[src/des_key_types_pkg.sv]
package des_key_types_pkg;

	localparam int key_width = 64;         // User key with its eight parity bits
	localparam int half_width = 28;        // One of the C or D halves
	localparam int cd_width = 2 * half_width;
	localparam int round_key_width = 48;
	localparam int round_count = 16;

	// Vectors are numbered from 1 at the left, the same way the DES tables count bits
	typedef logic [1:key_width] user_key_t;

	// C occupies bits 1 to 28 and D occupies bits 29 to 56
	typedef logic [1:cd_width] cd_key_t;

	typedef logic [1:round_key_width] round_key_t;

	// Slot 1 is the leftmost and most significant key of the bank
	typedef round_key_t [1:round_count] round_key_bank_t;

endpackage

[src/des_key_tables_pkg.sv]
package des_key_tables_pkg;

	import des_key_types_pkg::*;

	// Permuted choice 1. Entry i names the user key bit that becomes bit i of C and D
	// Bits 8, 16 and so on up to 64 never appear, which is how parity gets dropped
	localparam int pc1_table [1:cd_width] = '{
		57, 49, 41, 33, 25, 17,  9,
		 1, 58, 50, 42, 34, 26, 18,
		10,  2, 59, 51, 43, 35, 27,
		19, 11,  3, 60, 52, 44, 36,
		63, 55, 47, 39, 31, 23, 15,
		 7, 62, 54, 46, 38, 30, 22,
		14,  6, 61, 53, 45, 37, 29,
		21, 13,  5, 28, 20, 12,  4
	};

	// Permuted choice 2. Entry i names the bit of the rotated C and D for key bit i
	localparam int pc2_table [1:round_key_width] = '{
		14, 17, 11, 24,  1,  5,
		 3, 28, 15,  6, 21, 10,
		23, 19, 12,  4, 26,  8,
		16,  7, 27, 20, 13,  2,
		41, 52, 31, 37, 47, 55,
		30, 40, 51, 45, 33, 48,
		44, 49, 39, 56, 34, 53,
		46, 42, 50, 36, 29, 32
	};

	// Left rotations per round when encrypting. They add up to 28, one full turn
	localparam int enc_shift_table [1:round_count] = '{
		1, 1, 2, 2, 2, 2, 2, 2,
		1, 2, 2, 2, 2, 2, 2, 1
	};

	// Right rotations per round when decrypting
	// Round 1 starts from C0 and D0, which already equal C16 and D16, so it does
	// not rotate; round i then undoes encrypt round 18 - i
	localparam int dec_shift_table [1:round_count] = '{
		0, 1, 2, 2, 2, 2, 2, 2,
		1, 2, 2, 2, 2, 2, 2, 1
	};

endpackage

[src/key_round_stage.sv]
`timescale 1ns/1ps

module key_round_stage
	import des_key_types_pkg::*;
	import des_key_tables_pkg::*;
#(
	parameter int round = 1
) (
	input logic clk,
	input logic reset,
	input cd_key_t cd_in,
	input logic decrypt_in,
	input logic valid_in,
	output cd_key_t cd_out,
	output logic decrypt_out,
	output logic valid_out,
	output round_key_t round_key
);

	localparam int enc_shift = enc_shift_table[round];
	localparam int dec_shift = dec_shift_table[round];

	logic [1:half_width] c_in;
	logic [1:half_width] d_in;
	logic [1:half_width] c_rot;
	logic [1:half_width] d_rot;
	cd_key_t cd_rot;
	round_key_t key_sel;

	assign c_in = cd_in[1:half_width];
	assign d_in = cd_in[half_width + 1:cd_width];

	// Bit 1 is the MSB, so a DES left rotation is a shift toward bit 1.
	// A zero shift also works here since shifting by the full width gives zero
	always_comb begin
		if (decrypt_in) begin
			c_rot = (c_in >> dec_shift) | (c_in << (half_width - dec_shift));
			d_rot = (d_in >> dec_shift) | (d_in << (half_width - dec_shift));
		end else begin
			c_rot = (c_in << enc_shift) | (c_in >> (half_width - enc_shift));
			d_rot = (d_in << enc_shift) | (d_in >> (half_width - enc_shift));
		end
	end

	assign cd_rot = {c_rot, d_rot};

	// PC-2 picks 48 of the 56 rotated bits for this round's key
	always_comb begin
		for (int i = 1; i <= round_key_width; i++) begin
			key_sel[i] = cd_rot[pc2_table[i]];
		end
	end

	always_ff @(posedge clk) begin
		cd_out <= cd_rot;             // Next stage rotates from here
		decrypt_out <= decrypt_in;
		round_key <= key_sel;
	end

	always_ff @(posedge clk) begin
		if (reset) begin
			valid_out <= 1'b0;
		end else begin
			valid_out <= valid_in;
		end
	end

endmodule

[config.mk]
export PLATFORM = sky130hd
export DESIGN_NAME = key_round_stage
export DESIGN_NICKNAME = d
export VERILOG_FILES = /design/src/des_key_types_pkg.sv /design/src/des_key_tables_pkg.sv /design/src/key_round_stage.sv
export SDC_FILE = /design/constraint.sdc
export NUM_CORES = 1
export LEC_CHECK = 0
export ABC_CLOCK_PERIOD_IN_PS = 1900
export BUFFER_PORTS_ARGS = -buffer_cell sky130_fd_sc_hd__clkbuf_2
export CAP_MARGIN = 10
export CORE_MARGIN = 4
export CORE_UTILIZATION = 44
export DETAILED_ROUTE_END_ITERATION = 6
export PLACE_DENSITY = 0.85
export SYNTH_ARGS = -nofsm -noshare
export SYNTH_HDL_FRONTEND = slang
export SYNTH_SLANG_ARGS = --single-unit
[constraint.sdc]
create_clock -name clk -period 1.9 [get_ports clk]
set_input_delay 0.285 -clock clk [delete_from_list [all_inputs] [get_ports clk]]
set_output_delay 0.285 -clock clk [all_outputs]
set_load 0.02 [all_outputs]
; Word level (Yosys, flattened, before mapping)
; Index checks and enable logic that the tools add are counted.
[totals]
regBits = 106
inputBits = 60
out_inout_bits = 106
[classes]
n_mux = 2
bitwise_logic = 2
[ops]
columns = cell, n
row1 = $mux 28, 2
row2 = $or 28x1->28, 2

; Logic depth before layout (Yosys ltp)
[depth]
ltp_word = 2
ltp_mapped = 3

; Worst setup path after synthesis
; Ideal clock, no wire load.
[synth_timing]
path_kind = input to register
start = input port decrypt_in
end = register cd_out[13]
n_path_buf = 2
arrival_time_ns = 0.868
cell_stages = 3
slack_ns = 0.910
setup_ns = 0.121
path_cell_list = buf_6 -> buf_6 -> mux2_4
[synth_between]
elab_chain_len = 1
[synth_rtl]
columns = element, line_no
row1 = "start, declared", key_round_stage.sv:12  ; input logic decrypt_in,
row2 = $mux 28, key_round_stage.sv:36  ; if (decrypt_in) begin
row3 = "via d_rot, one bit", key_round_stage.sv:26  ; logic [1:half_width] d_rot;
row4 = "end signal, assigned", key_round_stage.sv:55  ; cd_out <= cd_rot;
row5 = "end, declared", key_round_stage.sv:14  ; output cd_key_t cd_out,
; The timed path passes the listed nets, and every way through them passes these cells.
; A chain may end at the register's enable or synchronous reset.

; Worst setup path in the final report
[layout_timing]
start = register cd_out[30]
end = output port cd_out[30]
; No word-level cell between the ends.

==> impl_metrics.toml <==
[pwr]
p_clk_share_pct = 37.8
switching_share_pct = 26.9
power_frac_seq_pct = 42.0
p_switching_w = 0.000871
pwr-share-comb_pct = 20.2
power_density_mw_per_mm2 = 1040
ir_drop_uv = 458
intPower_w = 0.00237
power.leakage_nw = 1.69

[hold_path]
worstHoldStart = "reset"
hp-class = "input pin to flop"

[clock_tree]
clock_sinks = 58
postCtsSetupBuffers = 0
cts_hold_buf = 0
cts_tree = "built"
numCtsBuffers = 9
htree_levels = 3
clk_pin_slew_ns = 0.07
clockBufferDepth = 2
cts.repair.resized = 0
clockRootBuffer = "clkbuf_8"

[logic_synthesis]
ys_seq_area_share_pct = 49.0
yosysUniqueCellTypes = 7
syn_area_mm2 = 0.00237
yosys_warnings = 0
synth_seq_cells = 58
syn_nets = 229
yosysTopAreaCell = "dfxtp_1"
synthCells = 169
synth_top_area_share_pct = 49.0
yosys-top-cells-area = "dfxtp_1 (49%), mux2_4 (25%), buf_4 (15%)"
synth.avg_cell_area_um2 = 14.0

[floorplan]
start_util_pct = 45.8
core-area_mm2 = 0.00517
die_w_um = 81.4
fp-row-count = 26
die_h_um = 81.4
num_io_pins = 166
die-area_mm2 = 0.00662

[setup_path]
startpoint_type = "flop"
crit_type = "flop to output pin"
cp.required_ns = 1.62
critPathBufInv = 1
cp_max_fo = 2
worst_path_max_delay_cell = "dfxtp_1"
crit_path_start = "cd_out[30]"
cp-end-kind = "output pin"
worstPathArrival_ns = 0.85
path_cells = "clkbuf_2"
cpPeakStageDelay_ns = 0.35
cpLargestDelayFamily = "flip-flops"

[timing]
max_clock_freq_mhz = 879
period_share_pct = 59.9
rsz0062_at_grt = "no"
worst_slew_pin_slew_ns = 0.288
report.final.setup_viol = 0
drv_slew = 0
fin_hold_ws_ns = 0.120
min_period_ns = 1.14
slew_headroom_pct = 80.8
hold_viol_final = 0
fin_tns_setup_ns = 0

[cells_and_area]
final_common_cell = "clkbuf_2"
seq_area_mm2 = 0.00116
utilization_pct = 60.1
layout_common_cells = "clkbuf_2 (164), dfxtp_1 (58), mux2_4 (40), mux2_2 (16), clkbuf_8 (10)"
final_nets = 353
multi_input_area_um2 = 787
drive_gt1_share_pct = 79.9
fillerInstances = 434
area_delta_synth_final_pct = 31.3
diodes = 0

[global_routing]
grt_max_degree = 28
antenna_found_initial = 0
gr-total-overflow = 0
grt_pass1_vias = 1503
grt_usage_pct = 14.6
grt_pass1_wl_um = 7080

[routing]
drtPass1Iterations = 3
ant_nets = 0
routed_wirelength_um = 4980
viasPerCell = 4.24
vias = 1561
drt_iter0_drc = 18
drc = 0
post_drt_wl_per_cell_um = 13.5

[placement]
port-buffer-count = 165
hpwl_um = 4200
place_congestion = 0.749

[outcome]
status = "finished clean"

[job]
maxCapViolCount = 0
## flip-flops by register name, indices dropped and copies added, names as in the netlist
signal,count
cd_out,37
round_key,19
decrypt_out,1
valid_out,1
## kinds of logic (layout without fill, tap and decap cells)
logic type | after synthesis | after routing | share of synthesized area [%]
buf+inv | 54 | 183 | 17.8
flops | 58 | 58 | 49.0
mux | 56 | 56 | 32.9
simple gates | 1 | 1 | 0.264
## final timing paths
path	endpoint	slack, ns	cells past startpoint
hold / removal	valid_out	0.12	2
setup / recovery	cd_out[30]	0.76	1
## synth_stat cells, drive strengths merged
master  number
nor2b        1
buf         54
mux2        56
dfxtp       58
## power by group through the flow
stage                     Sequential (W)  Combinational, W  Clock (W)
after floorplan                  0.00151          0.000388          0
after global placement           0.00138          0.000652          0
after detailed placement         0.00139          0.000664          0
after CTS                        0.00136          0.000666    0.00126
after global routing             0.00137          0.000696    0.00131
final                            0.00136          0.000656    0.00122
## layout make-up
cell class,count,area share [%]
Clock buffer,11,4.55
Multi-Input combinational cell,57,25.3
Tap cell,70,2.82
Timing Repair Buffer,167,27.5
Clock inverter,5,2.49
Sequential cell,58,37.3
## per-stage QoR
stage / total power (W) / cell area [um2] / cells / worst slack [ns]
final: 0.00324 / 3110 / 368 / 0.762
after global routing: 0.00338 / 3110 / 368 / 0.718
after CTS: 0.00329 / 3110 / 368 / 0.743
after detailed placement: 0.00205 / 2890 / 352 / 0.580
after global placement: 0.00203 / 2890 / 352 / 0.609
after floorplan: 0.00189 / 2370 / 169 / 0.910
## per-layer routing
layer	vias to the layer above	track usage [%]	wire length [um]
met4	0	8.95	99
li1	766	-	-
met3	11	3.10	365
met1	708	14.0	1630
met2	76	28.1	2880
met5	-	0	0
Note: power is estimated with default switching activity, not from simulation.
