--- src/des_key_types_pkg.sv ---
package des_key_types_pkg;

	localparam int key_width = 64;         // User key with its eight parity bits
	localparam int half_width = 28;        // One of the C or D halves
	localparam int cd_width = 2 * half_width;
	localparam int round_key_width = 48;
	localparam int round_count = 16;

	// Vectors are numbered from 1 at the left, the same way the DES tables count bits
	typedef logic [1:key_width] user_key_t;

	// C occupies bits 1 to 28 and D occupies bits 29 to 56
	typedef logic [1:cd_width] cd_key_t;

	typedef logic [1:round_key_width] round_key_t;

	// Slot 1 is the leftmost and most significant key of the bank
	typedef round_key_t [1:round_count] round_key_bank_t;

endpackage

--- src/des_key_tables_pkg.sv ---
package des_key_tables_pkg;

	import des_key_types_pkg::*;

	// Permuted choice 1. Entry i names the user key bit that becomes bit i of C and D
	// Bits 8, 16 and so on up to 64 never appear, which is how parity gets dropped
	localparam int pc1_table [1:cd_width] = '{
		57, 49, 41, 33, 25, 17,  9,
		 1, 58, 50, 42, 34, 26, 18,
		10,  2, 59, 51, 43, 35, 27,
		19, 11,  3, 60, 52, 44, 36,
		63, 55, 47, 39, 31, 23, 15,
		 7, 62, 54, 46, 38, 30, 22,
		14,  6, 61, 53, 45, 37, 29,
		21, 13,  5, 28, 20, 12,  4
	};

	// Permuted choice 2. Entry i names the bit of the rotated C and D for key bit i
	localparam int pc2_table [1:round_key_width] = '{
		14, 17, 11, 24,  1,  5,
		 3, 28, 15,  6, 21, 10,
		23, 19, 12,  4, 26,  8,
		16,  7, 27, 20, 13,  2,
		41, 52, 31, 37, 47, 55,
		30, 40, 51, 45, 33, 48,
		44, 49, 39, 56, 34, 53,
		46, 42, 50, 36, 29, 32
	};

	// Left rotations per round when encrypting. They add up to 28, one full turn
	localparam int enc_shift_table [1:round_count] = '{
		1, 1, 2, 2, 2, 2, 2, 2,
		1, 2, 2, 2, 2, 2, 2, 1
	};

	// Right rotations per round when decrypting
	// Round 1 starts from C0 and D0, which already equal C16 and D16, so it does
	// not rotate; round i then undoes encrypt round 18 - i
	localparam int dec_shift_table [1:round_count] = '{
		0, 1, 2, 2, 2, 2, 2, 2,
		1, 2, 2, 2, 2, 2, 2, 1
	};

endpackage

--- src/key_select_pc1.sv ---
`timescale 1ns/1ps

module key_select_pc1
	import des_key_types_pkg::*;
	import des_key_tables_pkg::*;
(
	input logic clk,
	input logic reset,
	input logic key_load,
	input logic key_decrypt,
	input user_key_t user_key,
	output cd_key_t cd_out,
	output logic decrypt_out,
	output logic valid_out
);

	cd_key_t pc1_sel;

	// PC-1 is pure wiring, so a loop over the table is enough
	always_comb begin
		for (int i = 1; i <= cd_width; i++) begin
			pc1_sel[i] = user_key[pc1_table[i]];
		end
	end

	// The key and its direction are held until the next load
	always_ff @(posedge clk) begin
		if (key_load) begin
			cd_out <= pc1_sel;
			decrypt_out <= key_decrypt;
		end
	end

	always_ff @(posedge clk) begin
		if (reset) begin
			valid_out <= 1'b0;
		end else begin
			valid_out <= key_load;  // One valid per load strobe
		end
	end

endmodule

--- config.mk ---
export PLATFORM = sky130hd
export DESIGN_NAME = key_select_pc1
export DESIGN_NICKNAME = d
export VERILOG_FILES = /design/src/des_key_types_pkg.sv /design/src/des_key_tables_pkg.sv /design/src/key_select_pc1.sv
export SDC_FILE = /design/constraint.sdc
export NUM_CORES = 1
export LEC_CHECK = 0
export BUFFER_PORTS_ARGS = -buffer_cell sky130_fd_sc_hd__buf_2
export CORE_MARGIN = 1.5
export CORE_UTILIZATION = 42
export CTS_CLUSTER_SIZE = 25
export DETAILED_ROUTE_END_ITERATION = 6
export GPL_TIMING_DRIVEN = 0
export PLACE_DENSITY = 0.82
export SLEW_MARGIN = 40
export SYNTH_ARGS = -nofsm -noshare
export SYNTH_HDL_FRONTEND = slang
export SYNTH_SLANG_ARGS = --single-unit
--- constraint.sdc ---
create_clock -name clk -period 1.1 [get_ports clk]
set_clock_uncertainty 0.15 [all_clocks]
set_input_delay 0.055 -clock clk [delete_from_list [all_inputs] [get_ports clk]]
set_output_delay 0.055 -clock clk [all_outputs]
set_load 0.05 [all_outputs]
# Word-level counts from Yosys, hierarchy flattened

Index checks and enable logic that the tools add are counted.

Register bits after elaboration: 58
Bits in latches: 0
RAM bits: 0
Bits in read-only memories: 0
Input port bits: 68
Output and inout port bits: 58
Word-level logic and storage cells: 3
Memories: 0

$add $sub $neg: 0
Multiply operators: 0
Divide/modulo/power cells: 0
Magnitude comparators: 0
Equality and inequality tests: 0
Shift operators: 0
Muxes and demuxes: 0
Bitwise operators: 0
Reduce and logical (&&, ||, !) cells: 0

# Longest topological paths before layout

Gate-level depths: netlist of run 1.

Depth after elaboration: 0
Depth in mapped cells: 1
Mapped depth without buffers: 1

# Worst setup path after synthesis of run 1

No wires, ideal clock.

Kind: register to output
Start point: register cd_out[0]
End point: output port cd_out[0]
Arrival: 0.601 ns
Required time: 0.895 ns
Path slack: 0.294 ns
Stages on the path, launching flop included: 1
Buffers on the path: 0
Cells stage by stage: edfxtp_1

RTL lines:

| element                | line                 | text |
|---|---|---|
| from (decl)            | key_select_pc1.sv:12 | `output cd_key_t cd_out,` |
| from (signal assigned) | key_select_pc1.sv:29 | `cd_out <= pc1_sel;` |

No word-level cell between the ends.

# Worst setup path in the final report of run 1

Start point: register cd_out[39]
End point: output port cd_out[39]

No word-level cell between the ends.

==> flow_summary.json, run 1 <==
{
  "status": "complete, but fails checks",
  "failed_checks": "negative setup slack",
  "num_io_pins": 126,
  "overflow": 0,
  "syn-mean-instance-area_sq_um": 29.58,
  "synth_seq_area_share": 0.9921,
  "post-route-util": 0.8774,
  "io_buffer_count": 117,
  "grt_pass1_wl_mm": 8.079,
  "start_util": 0.4363,
  "synth_nets": 127,
  "period_share": 1.076,
  "vdd_ir_drop_max_mv": 1.506,
  "cp.required_ps": 890,
  "clock-sinks": 58,
  "wl_mm": 6.777,
  "drive_above_1_share": 0.5240,
  "dieArea_sq_um": 4552,
  "worstSetupStartpointType": "flip-flop",
  "coreArea_sq_um": 4000,
  "netlist_top_cells_area": "edfxtp_1 (98%), dfxtp_1 (1.1%), nor2b_4 (0.79%)",
  "wl_per_cell_microns": 22.59,
  "tightest_slew_ps": 716.9,
  "yosysWarnings": 0,
  "drc": 0,
  "end_kind": "output port",
  "final-setup-viol-count": 33,
  "relSlewSlack": 0.5220,
  "cp_max_fo": 1,
  "crit_chain": "buf_6",
  "postPlaceCellArea_sq_um": 2396,
  "cts_buffers": 9,
  "cts-root-buf": "clkbuf_8",
  "cp_slowest_stage_delay_ps": 450,
  "hold_viol": 0,
  "fmax_mhz": 845.0,
  "min_period_ps": 1183,
  "rsz0062_at_grt": "true",
  "crit_type": "flip-flop to output port",
  "ctsHtreeMaxLevel": 3,
  "synth_seq_cells": 58,
  "grt_max_degree": 59,
  "critPathSlowestCell": "edfxtp_1",
  "cts_tree": "done",
  "max-cap-violations": 0,
  "die_height_microns": 67.47,
  "clockBufferDepth": 2,
  "vias_per_cell": 4.833,
  "grt_pass1_vias": 1514,
  "syn_area_sq_um": 1745,
  "fp.dieW_microns": 67.47,
  "p_total_w": 0.006028,
  "netlist_instances": 59,
  "dp_hpwl_mm": 2.422,
  "setup_slack_ps": -83.49,
  "grt_usage": 0.2709,
  "path_delay_family": "flip-flops",
  "post_synth_num_cell_types": 3,
  "p_per_area_nw_per_um2": 1718,
  "ant_nets": 0,
  "vias": 1450,
  "final_cell_mix": "dlygate4sd3_1 (58), buf_2 (58), edfxtp_1 (57)",
  "num-nets-final": 313,
  "dr.pass1.iters": 4,
  "synth_largest_area_cell": "edfxtp_1",
  "initialDrtViolationCount": 142,
  "slew_viol_final": 0,
  "antenna_found_initial": 0,
  "stdcell_area_sq_um": 3510,
  "fillers": 159,
  "gp_congestion": 0.6684,
  "synth_top_area_share": 0.9806,
  "crit_buf_inv": 1,
  "critPathArrivalTime_ps": 980,
  "rows": 23,
  "hold_path_class": "input port to flip-flop",
  "total_leakage_power_nw": 1.491,
  "areaGrowthSynthToFinish_pct": 101.1,
  "n_antenna_cell": 0,
  "clk_pin_slew_worst_paths_ps": 80
}
## logic make-up after synthesis
group | count (synthesis) | share of synthesized area
DFF | 58 | 0.9921
and+or+nand+nor | 1 | 0.007883
## sequential cells by signal, summed over array words and instances, names as in the netlist
signal and flops:
valid_out 1, decrypt_out 1, cd_out 56
## area by class of cell
class	instances	area (sq um)	share of cell area
Timing Repair Buffer	175	1513	0.4310
Multi-Input combinational cell	1	13.76	0.003922
Tap cell	50	62.56	0.01783
Sequential cell	58	1732	0.4934
Clock inverter	3	40.04	0.01141
Clock buffer	13	148.9	0.04242
## path summary, 6_finish.rpt
path / to / cells past startpoint / slack, ps / from
worst min-delay path: cd_out[45]$_DFFE_PP_ / 1 / 150 / key_load
worst max-delay path: cd_out[39] / 1 / -80 / cd_out[39]$_DFFE_PP_
## stage by stage
stage	TNS, ps	cells	hold slack [ps]	setup WS (ps)
finish	-1019	300	147.9	-83.49
global route	-1922	300	162.8	-91.51
CTS	-68.36	300	159.9	-20.29
detailed placement	-2950	226	83.09	-54.87
global placement	-22740	226	80.86	-395.4
floorplan	0	59	-30.72	294.4
## layer usage
layer	part of all wire	global-route usage
met5	0	0
met3	0.089	0.1217
met1	0.35	0.3118
met4	0.021	0.1658
met2	0.54	0.4142
## where the power goes
part           internal, W  total [W]  leakage (nW)  switching (W)
Clock              0.00110    0.00199        0.0974       0.000882
Combinational     0.000512    0.00132         0.828       0.000805
Sequential         0.00263    0.00272         0.566      0.0000968
Total              0.00424    0.00603          1.49        0.00178
## synthesized netlist by cell type (all sizes together)
master / instances
dfxtp: 1
edfxtp: 57
nor2b: 1
## timing repair
action                                  in CTS  in global routing
setup buffers                                0                  0
hold endpoints to repair                    58                  0
hold buffers                                58                  0
resized for setup                           80                 33
endpoints found under the setup margin      56                 49
Power figures use the tool's default switching activity.
==> run 2: changes to the inputs <==
- ABC_AREA: not set -> 1
- CORE_MARGIN: 1.5 -> 10
==> flow_summary.json, run 2 <==
{
  "status": "complete, but fails checks",
  "tns_ps": -530.8,
  "initialDrtViolationCount": 97,
  "p_per_area_nw_per_um2": 1622,
  "hold_path_class": "input port to flip-flop",
  "p_int_w": 0.003937,
  "cp_max_fo": 1,
  "netlist_top_cells_area": "edfxtp_1 (98%), dfxtp_1 (1.1%), nor2_2 (0.36%), inv_1 (0.22%)",
  "ys.flop_type": "edfxtp_1",
  "postPlaceCellArea_sq_um": 2392,
  "ctsHtreeMaxLevel": 3,
  "clockBufferDepth": 2,
  "areaGrowthSynthToFinish_pct": 100.1,
  "p_total_w": 0.005655,
  "async_flop_share": 0,
  "n_antenna_cell": 0,
  "die_height_microns": 84.40,
  "synth_edf_count": 57,
  "cts_buffers": 9,
  "route.met3.wl_microns": 697,
  "rsz0062_at_grt": "true",
  "topRoutingLayerUsed": "met4",
  "min_period_ps": 1167,
  "cts-root-buf": "clkbuf_8",
  "hold_viol": 0,
  "crit_chain": "buf_6",
  "grt_pass1_vias": 1569,
  "coreArea_sq_um": 4000,
  "dr_wl_met2_mm": 3.620,
  "drc": 0,
  "crit_end": "cd_out[16]",
  "clock-sinks": 58,
  "grt_usage": 0.1772,
  "dieArea_sq_um": 7123,
  "synth_largest_area_cell": "edfxtp_1",
  "synth_seq_cells": 58,
  "wl_per_cell_microns": 22.58,
  "worstSetupPathDepth": 1,
  "final_cell_mix": "dlygate4sd3_1 (58), buf_2 (58), edfxtp_1 (57)",
  "end_kind": "output port",
  "critPathArrivalTime_ps": 960,
  "post_synth_num_cell_types": 4,
  "switching_power_w": 0.001718,
  "setup_slack_ps": -66.52,
  "final_cells": 301,
  "gp_congestion": 0.6715,
  "rows": 23,
  "synth_seq_area_share": 0.9943,
  "drive_above_1_share": 0.5259,
  "vias_per_cell": 4.591,
  "overflow": 0,
  "dp_cells": 227,
  "grt_pass1_wl_mm": 9.384,
  "start_util": 0.4354,
  "crit_buf_inv": 1,
  "dpl_worst_slack_ps": -63.32,
  "m1WireLength_mm": 2.413,
  "dr.pass1.iters": 4,
  "yosysWarnings": 0,
  "ant_nets": 0,
  "ys_top_cells_by_count": "edfxtp_1 (57), dfxtp_1 (1), inv_1 (1), nor2_2 (1)",
  "largest_register_ffs": 56,
  "crit_start": "cd_out[16]$_DFFE_PP_",
  "relSlewSlack": 0.5447,
  "antenna_found_initial": 0,
  "num-nets-final": 314,
  "vdd_ir_drop_max_mv": 1.223,
  "critPathSlowestCell": "edfxtp_1",
  "synth_nets": 128,
  "netlist_instances": 60,
  "crit_type": "flip-flop to output port",
  "synth_most_common_cell": "edfxtp_1",
  "worstSetupStartpointType": "flip-flop",
  "switching_share": 0.3038,
  "clockPowerShare": 0.286,
  "stdcell_area_sq_um": 3486,
  "final-setup-viol-count": 26,
  "regMostFlops": "cd_out",
  "total_leakage_power_nw": 1.475,
  "tightest_slew_ps": 682.9,
  "vias": 1382,
  "synth_top_area_share": 0.9828,
  "cp_slowest_stage_delay_ps": 440,
  "fp.dieW_microns": 84.40,
  "syn_area_sq_um": 1742,
  "max-cap-violations": 0,
  "wl_mm": 6.797,
  "syn-mean-instance-area_sq_um": 29.03,
  "fmax_mhz": 857.3,
  "cts_tree": "done",
  "io_buffer_count": 117,
  "num_io_pins": 126,
  "combPwrFrac": 0.232,
  "clk_pin_slew_worst_paths_ps": 70,
  "path_delay_family": "flip-flops",
  "top_regs": "cd_out: 56 flops, decrypt_out: 1 flops, valid_out: 1 flops",
  "failed_checks": "negative setup slack",
  "cp.required_ps": 890,
  "cts_setup_buffers": 0,
  "grt_max_degree": 59,
  "period_share": 1.060,
  "slew_viol_final": 0,
  "pwr-share-seq": 0.482
}
## run 2: changes by cell type after synthesis
cell	before	now
inv_1	0	1
nor2_2	0	1
nor2b_4	1	0
## run 2: layout make-up
cell class                      count  area (sq um)
Sequential cell                    58          1732
Clock inverter                      6         33.78
Clock buffer                       10         127.6
Multi-Input combinational cell      1         6.256
Timing Repair Buffer              175          1520
Fill cell                         160         514.2
Tap cell                           50         62.56
Inverter                            1         3.754
## run 2: timing repair
action                     4_1_cts  5_1_grt
hold endpoints to repair        58        0
setup endpoints to repair       57       53
hold buffers                    58        0
gates resized for setup         98       15
gates cloned                     0        0
pin swaps                        0        0
## run 2: cell families after synthesis
| kind of cell | Yosys count | synth area share |
|---|---|---|
| buffers and inverters | 1 | 0.002153 |
| flip-flops | 58 | 0.9943 |
| AND/OR/NAND/NOR | 1 | 0.003594 |
## run 2: power groups by stage
stage	clock network (W)	registers (W)	logic (W)
after floorplan	0	0.00332	0.00000206
after global placement	0	0.00270	0.000921
after detailed placement	0	0.00271	0.000934
after CTS	0.00162	0.00270	0.00126
after global routing	0.00178	0.00274	0.00135
final	0.00162	0.00273	0.00131
## run 2: worst min-delay path by stage
stage / start / to / cells past startpoint
floorplan: reset / valid_out$_SDFF_PP0_ / 1
detailed placement: reset / valid_out$_SDFF_PP0_ / 2
finish: key_load / cd_out[38]$_DFFE_PP_ / 1
CTS: key_load / valid_out$_SDFF_PP0_ / 3
global route: key_load / cd_out[38]$_DFFE_PP_ / 1
global placement: reset / valid_out$_SDFF_PP0_ / 2
## run 2: metrics by stage
stage | hold WS, ps | utilization
after CTS | 148.5 | 0.8577
after floorplan | -28.13 | -
after detailed placement | 70.42 | 0.5981
final | 149.7 | 0.8714
after global placement | 69.47 | 0.5974
after global routing | 170.8 | 0.8714
## run 2: routing by layer
metal	track usage	up-vias
met5	0	-
met3	0.07440	6
li1	-	614
met1	0.1845	661
met2	0.3015	101
met4	0.08683	0
